## config.mk

```make
export PLATFORM = sky130hd
export DESIGN_NAME = scoreboard
export DESIGN_NICKNAME = d
export VERILOG_FILES = /design/src/logic/sb_pkg.sv /design/src/logic/reg_board.sv /design/src/logic/tag_counter.sv /design/src/logic/flush_fsm.sv /design/src/logic/scoreboard.sv
export SDC_FILE = /design/constraint.sdc
export NUM_CORES = 1
export LEC_CHECK = 0
export BUFFER_PORTS_ARGS = -buffer_cell sky130_fd_sc_hd__clkbuf_2
export CAP_MARGIN = 40
export CORE_AREA = 2 2 211 213
export DETAILED_ROUTE_END_ITERATION = 10
export DIE_AREA = 0 0 213 215
export SLEW_MARGIN = 20
export SYNTH_ARGS = -nofsm -noshare
export SYNTH_HDL_FRONTEND = slang
export SYNTH_HIERARCHICAL = 1
export SYNTH_SLANG_ARGS = --single-unit
```

## constraint.sdc

```tcl
create_clock -name clk -period 5.05 [get_ports clk]
set_input_delay 0.2525 -clock clk [delete_from_list [all_inputs] [get_ports clk]]
set_output_delay 0.2525 -clock clk [all_outputs]
set_load 0.005 [all_outputs]
```

## src/logic/sb_pkg.sv

```systemverilog
package sb_pkg;

  // port counts
  localparam int NUM_READ = 4;
  localparam int NUM_LANE = 2;

  // architectural register file
  localparam int REG_ADDR_W = 5;
  localparam int NUM_REG = 1 << REG_ADDR_W;

  // issue-group id and rename tag widths
  localparam int TID_W = 3;
  localparam int TAG_W = TID_W + 1;

  typedef logic [REG_ADDR_W-1:0] reg_addr_t;

  // id 0 marks a register with no pending producer
  typedef logic [TID_W-1:0] tid_t;

  // group id in the upper bits, lane bit at the bottom
  typedef logic [TAG_W-1:0] tag_t;

  // group ids run from 1 up to all ones and wrap back to 1
  localparam tid_t TID_FIRST = tid_t'(1);
  localparam tid_t TID_LAST = '1;

  // one issue cycle from the issuer
  typedef struct packed {
    logic [NUM_LANE-1:0] valid;
    reg_addr_t [NUM_LANE-1:0] dst;
  } issue_req_t;

  // one writeback cycle
  // both lanes always belong to the same group
  typedef struct packed {
    logic [NUM_LANE-1:0] valid;
    reg_addr_t [NUM_LANE-1:0] dst;
    tid_t id;
  } wb_req_t;

  // operand status for the four source reads
  typedef struct packed {
    tag_t [NUM_READ-1:0] tag;
    logic [NUM_READ-1:0] ready;
  } read_rsp_t;

endpackage

```

## src/logic/reg_board.sv

```systemverilog
module reg_board #(
  parameter type entry_t = logic [sb_pkg::TAG_W-1:0]
) (
  input  logic                                       clk,
  input  logic                                       rst_n,

  // read side
  input  sb_pkg::reg_addr_t [sb_pkg::NUM_READ-1:0]   rd_addr_i,
  output entry_t [sb_pkg::NUM_READ-1:0]              rd_data_o,

  // write side
  input  logic [sb_pkg::NUM_LANE-1:0]                wr_en_i,
  input  sb_pkg::reg_addr_t [sb_pkg::NUM_LANE-1:0]   wr_addr_i,
  input  entry_t [sb_pkg::NUM_LANE-1:0]              wr_data_i
);

  import sb_pkg::*;

  // no storage behind register 0
  entry_t mem_q [1:NUM_REG-1];

  logic [NUM_LANE-1:0] wr_ok;

  // writes to register 0 are dropped here and nowhere else
  always_comb begin
    for (int l = 0; l < NUM_LANE; l++) begin
      wr_ok[l] = wr_en_i[l] && (wr_addr_i[l] != '0);
    end
  end

  always_ff @(posedge clk) begin
    if (!rst_n) begin
      for (int r = 1; r < NUM_REG; r++) begin
        mem_q[r] <= '0;
      end
    end else begin
      // lanes in ascending order
      // lane 1 lands last when both hit one index
      for (int l = 0; l < NUM_LANE; l++) begin
        if (wr_ok[l]) begin
          mem_q[wr_addr_i[l]] <= wr_data_i[l];
        end
      end
    end
  end

  // reads see the table as it was before this cycle's writes
  always_comb begin
    for (int p = 0; p < NUM_READ; p++) begin
      if (rd_addr_i[p] == '0) begin
        rd_data_o[p] = '0;
      end else begin
        rd_data_o[p] = mem_q[rd_addr_i[p]];
      end
    end
  end

endmodule

```

## src/logic/tag_counter.sv

```systemverilog
module tag_counter (
  input  logic         clk,
  input  logic         rst_n,

  // any lane issuing this cycle
  input  logic         advance_i,

  // id handed to the group issuing now
  output sb_pkg::tid_t cur_id_o,
  // id of the youngest group already issued
  output sb_pkg::tid_t last_id_o
);

  import sb_pkg::*;

  tid_t id_q;
  tid_t id_next;

  // step through 1..7, 0 stays reserved
  always_comb begin
    id_next = id_q;
    if (advance_i) begin
      if (id_q == TID_LAST) begin
        id_next = TID_FIRST;
      end else begin
        id_next = tid_t'(id_q + 1'b1);
      end
    end
  end

  always_ff @(posedge clk) begin
    if (!rst_n) begin
      id_q <= TID_FIRST;
    end else begin
      id_q <= id_next;
    end
  end

  assign cur_id_o = id_q;

  // predecessor in the same cycle, 7 right after reset
  assign last_id_o = (id_q == TID_FIRST) ? TID_LAST : tid_t'(id_q - 1'b1);

endmodule

```

## src/logic/flush_fsm.sv

```systemverilog
module flush_fsm (
  input  logic            clk,
  input  logic            rst_n,

  // one-cycle flush pulse from the pipeline
  input  logic            invalidate_i,

  // youngest issued group, from the tag counter
  input  sb_pkg::tid_t    target_id_i,

  // writeback stage
  input  sb_pkg::wb_req_t wb_i,

  output logic            issue_ready_o
);

  typedef enum logic {
    RUN,
    DRAIN
  } state_e;

  state_e state_q;
  state_e state_d;

  logic tgt_hit;

  // issue is blocked in DRAIN, so the counter is frozen from the first
  // DRAIN cycle on and an issue in the invalidate cycle is already counted
  assign tgt_hit = (|wb_i.valid) && (wb_i.id == target_id_i);

  always_comb begin
    state_d = state_q;
    case (state_q)
      RUN: begin
        if (invalidate_i) begin
          state_d = DRAIN;
        end
      end
      DRAIN: begin
        // a fresh flush keeps us waiting
        if (!invalidate_i && tgt_hit) begin
          state_d = RUN;
        end
      end
      default: begin
        state_d = RUN;
      end
    endcase
  end

  always_ff @(posedge clk) begin
    if (!rst_n) begin
      state_q <= RUN;
    end else begin
      state_q <= state_d;
    end
  end

  assign issue_ready_o = (state_q == RUN);

endmodule

```

## src/logic/scoreboard.sv

```systemverilog
module scoreboard (
  input  logic                                      clk,
  input  logic                                      rst_n,

  // flush control
  input  logic                                      invalidate_i,
  output logic                                      issue_ready_o,

  // source operand lookup
  input  sb_pkg::reg_addr_t [sb_pkg::NUM_READ-1:0]  rd_addr_i,
  output sb_pkg::read_rsp_t                         rd_rsp_o,

  // destination allocation
  // issuer guarantees no conflicting pair in one group
  input  sb_pkg::issue_req_t                        issue_i,
  output sb_pkg::tid_t                              is_w_id_o,

  // writeback
  input  sb_pkg::wb_req_t                           wb_i
);

  import sb_pkg::*;

  tid_t cur_id;
  tid_t last_id;

  // per-lane write data for both boards
  tag_t [NUM_LANE-1:0] is_w_tag;
  tid_t [NUM_LANE-1:0] wb_w_id;

  // raw board outputs at the four read addresses
  tag_t [NUM_READ-1:0] rd_tag;
  tid_t [NUM_READ-1:0] rd_cmt_id;

  // one counter shared by both lanes
  tag_counter u_tags (
    .clk       (clk),
    .rst_n     (rst_n),
    .advance_i (|issue_i.valid),
    .cur_id_o  (cur_id),
    .last_id_o (last_id)
  );

  assign is_w_id_o = cur_id;

  flush_fsm u_flush (
    .clk           (clk),
    .rst_n         (rst_n),
    .invalidate_i  (invalidate_i),
    .target_id_i   (last_id),
    .wb_i          (wb_i),
    .issue_ready_o (issue_ready_o)
  );

  // lane bit tells the two halves of a group apart
  for (genvar l = 0; l < NUM_LANE; l++) begin : g_lane_tag
    assign is_w_tag[l] = {cur_id, 1'(l)};
  end

  // the whole group writes back under one id
  assign wb_w_id = {NUM_LANE{wb_i.id}};

  // last tag issued per register
  reg_board #(
    .entry_t (tag_t)
  ) u_issue_board (
    .clk       (clk),
    .rst_n     (rst_n),
    .rd_addr_i (rd_addr_i),
    .rd_data_o (rd_tag),
    .wr_en_i   (issue_i.valid),
    .wr_addr_i (issue_i.dst),
    .wr_data_i (is_w_tag)
  );

  // last group id committed per register
  reg_board #(
    .entry_t (tid_t)
  ) u_commit_board (
    .clk       (clk),
    .rst_n     (rst_n),
    .rd_addr_i (rd_addr_i),
    .rd_data_o (rd_cmt_id),
    .wr_en_i   (wb_i.valid),
    .wr_addr_i (wb_i.dst),
    .wr_data_i (wb_w_id)
  );

  // ready once the producing group has committed
  // lane bit is left out of the compare
  always_comb begin
    for (int p = 0; p < NUM_READ; p++) begin
      rd_rsp_o.tag[p] = rd_tag[p];
      rd_rsp_o.ready[p] = (rd_tag[p][TAG_W-1:1] == rd_cmt_id[p]);
    end
  end

endmodule

```

==> impl_metrics.ini <==
[placed_design]
portBuffers = 73
gp_congestion = 0.996
hpwl_mm = 48.4
dp_slack_ns = 1.63

[logic_synthesis]
synth_seq_area_share_pct = 35.2
netlist_area_sq_um = 19300
synthCells = 1615
synth_edf_count = 224
synth_ff_type = edfxtp_1
yosysUniqueCellTypes = 77
synth-async-reset-ratio_pct = 0
synth_warnings = 6
ys_ff_latch = 228
syn_avg_cell_area_sq_um = 12.0

[setup_path]
cp.arrival_ns = 3.20
cp_common_cell = clkbuf_2
r2r-start = u_tags/cur_id_o[1]$_SDFFE_PN0P_
crit_family = compound AO/OA/AOI/OAI gates
r2r_setup_slack_ns = 2.98
cpPeakStageDelay_ns = 0.63
cp_slowest_cell = clkbuf_2
r2r_cells = 7
critPathCaptureType = output port
crit_fanout = 29
start_kind = input pin
path_class = in -> out
r2r_end = u_flush/state_q$_SDFF_PN0_
path_cells = clkbuf_2, buf_4, nor2b_1, a221oi_1, o21ai_1, a311oi_1, xor2_1, nor3_2, clkbuf_2
crit_required_ns = 4.80
path_buf_inv = 3

[min_path]
hold_depth = 4
hold_end = u_flush/state_q$_SDFF_PN0_
hold_start = wb_i[13]
hold_path_class = in -> reg

[timing]
fin_crit_sh_pct = 68.4
fin_crit_ns = 3.46
maxSlewViolCount = 0
maxSlewHeadroom_pct = 42.9
clock.fmax_mhz = 289
rsz0062_at_grt = no
setup_viol = 0
worstMarginPinSlew_ns = 0.856
setup_tns_ns = 0
hold_viol_final = 0
worst_clock_skew_ns = 0.0165
fin_ws_ns = 1.59

[routing]
wirelength_mm = 65.5
wl_met1_mm = 25.5
detail_route.drc_violations = 0
wl_met3_mm = 5.39
ant_nets = 0
num_vias = 15415
wl_per_cell_um = 29.6
drtIter0Drc = 1983
highest_layer = met5
firstDrtPassIters = 6
wl_met2_mm = 30.8
via_per_inst = 6.96

[final_layout]
fin_nets = 1658
drive_above_1_share_pct = 23.9
final_common_cell = edfxtp_1
diodes = 0
synthToLayoutAreaGrowth_pct = 6.94
mostFrequentLayoutCells = 224 x edfxtp_1, 189 x nand2_1, 150 x mux4_2, 103 x a22o_1, 99 x o31ai_1
n_fill_cell = 3861

[global_route]
grt_max_degree = 49
grt_use_total_pct = 28.7
grt_pass1_vias = 14650
grt_pass1_wl_mm = 97.4
grt_antenna_before_repair = 1
overflow = 0

[power_and_ir_drop]
cellPowerDensity_nw_per_um2 = 258
ir_drop_v = 0.000246
p_leak_uw = 0.00701

[clock_network]
path_clk_slew_ns = 0.06
clk_latency_ns = 0.58
cts-buffers-inserted = 28
clkSinkCount = 228
cts_buffer_depth = 3
cts_tree = done
root_buffer = clkbuf_16
cts_resized = 0
htreeDepth = 1

[floorplanning]
io_pins = 74
die_y_um = 215
core_sq_um = 43600
row_count = 77
initial_core_util_pct = 44.3
die-area_sq_um = 45800
die_w_um = 213

[job]
drv_cap = 0

[outcome]
status = finished, final reports clean
==> flip-flops by register name, summed over array words and instances, names as in the netlist <==
signal	count
u_issue_board/mem_q	128
u_flush/state_q	1
u_tags/cur_id_o	3
u_commit_board/mem_q	96
==> power by group <==
group | total, uW | leakage, uW | switching, uW | internal (uW)
Sequential | 2350 | 0.00225 | 160 | 2190
Clock | 1880 | 0.000401 | 815 | 1060
Combinational | 1120 | 0.00437 | 633 | 485
==> Yosys cell counts (6+ instances only) <==
| cell type | count | area (sq um) |
|---|---|---|
| edfxtp_1 | 224 | 6730 |
| nand2_1 | 189 | 709 |
| mux4_2 | 150 | 3380 |
| a22o_1 | 103 | 902 |
| o31ai_1 | 99 | 743 |
| mux2i_1 | 98 | 981 |
| nor2_1 | 78 | 293 |
| clkbuf_1 | 72 | 270 |
| nor2b_1 | 49 | 307 |
| o21ai_0 | 37 | 185 |
| buf_2 | 36 | 180 |
| nand3b_1 | 36 | 270 |
| mux4_1 | 33 | 867 |
| o221ai_1 | 32 | 280 |
| mux2_2 | 30 | 338 |
| a311oi_1 | 23 | 201 |
| a22oi_1 | 21 | 158 |
| nand3_1 | 20 | 100 |
| buf_6 | 19 | 214 |
| a21oi_1 | 14 | 70.1 |
| buf_4 | 14 | 105 |
| nor2_2 | 13 | 81.3 |
| xor2_1 | 13 | 114 |
| nor3_2 | 12 | 120 |
| a211oi_1 | 11 | 82.6 |
| a221oi_1 | 11 | 96.3 |
| or2_2 | 11 | 68.8 |
| a2111oi_0 | 10 | 87.6 |
| a21o_1 | 10 | 75.1 |
| and2_1 | 9 | 56.3 |
| buf_12 | 9 | 180 |
| o21ai_1 | 9 | 45.0 |
| nor3_1 | 8 | 40.0 |
| a2111oi_2 | 7 | 105 |
| nand4_1 | 7 | 43.8 |
| or3b_1 | 7 | 61.3 |
| nand2b_1 | 6 | 37.5 |
==> metal layers <==
metal / track usage [%] / vias up
met5: 0 / -
li1: - / 6648
met3: 3.90 / 184
met2: 45.8 / 903
met1: 38.3 / 7678
met4: 14.1 / 2
==> worst register-to-register path, stage by stage (launching register included) <==
cell     delay [ns]
dfxtp_2        0.47
buf_4          0.52
inv_1          0.14
ha_1           0.33
nand2_1        0.06
xor2_1         0.16
nor3_1         0.16
a31oi_1        0.10
==> kinds of logic (layout without fill, tap and decap cells) <==
| kind of cell | after synthesis | in the layout | synth area share (%) |
|---|---|---|---|
| and+or+nand+nor | 487 | 487 | 13.2 |
| AOI/OAI and AO/OA | 404 | 404 | 16.5 |
| muxes | 312 | 312 | 28.9 |
| DFF | 228 | 228 | 35.2 |
| buffers and inverters | 161 | 160 | 5.26 |
| xor gates and xnor gates | 15 | 15 | 0.679 |
| adders and majority gates | 4 | 4 | 0.259 |
| other | 4 | 12 | 0.0776 |
==> final cells by class <==
cell class              instances  area (sq um)  area share, %
inverters                       4          15.0         0.0726
flip-flops and latches        228          6810           32.9
multi-input cells            1234         11600           55.8
clock buffers                  33           719           3.48
repair buffers                108           731           3.53
clock inverters                15           120          0.581
well taps                     592           741           3.58
==> through the flow <==
| stage | instance area [sq um] | util, % | std cells | hold WS, ns | total power, uW |
|---|---|---|---|---|---|
| global route | 20700 | 47.4 | 2214 | 0.148 | 5520 |
| floorplan | 19400 | - | 1623 | 0.312 | 3100 |
| CTS | 20600 | 47.2 | 2210 | 0.102 | 5330 |
| detailed placement | 19800 | 45.3 | 2161 | 0.540 | 3470 |
| finish | 20700 | 47.4 | 2214 | 0.122 | 5340 |
| global placement | 19700 | 45.1 | 2157 | 0.541 | 3450 |
==> repair_timing <==
action	CTS	global route
hold buffers	1	0
setup endpoints to repair	0	0
buffers inserted	0	0
hold endpoints to repair	1	0
==> worst max path at each step <==
stage	startpoint	to	slack, ns	cells after the start
6_report	rd_addr_i[17]	rd_rsp_o[3]	1.59	9
5_1_grt	rd_addr_i[15]	rd_rsp_o[3]	1.47	10
2_1_floorplan	rd_addr_i[16]	rd_rsp_o[3]	2.92	8
3_5_place_dp	rd_addr_i[0]	rd_rsp_o[0]	1.63	9
3_3_place_gp	rd_addr_i[15]	rd_rsp_o[3]	1.52	9
4_1_cts	rd_addr_i[0]	rd_rsp_o[0]	1.62	9
(Power assumes the default switching activity.)
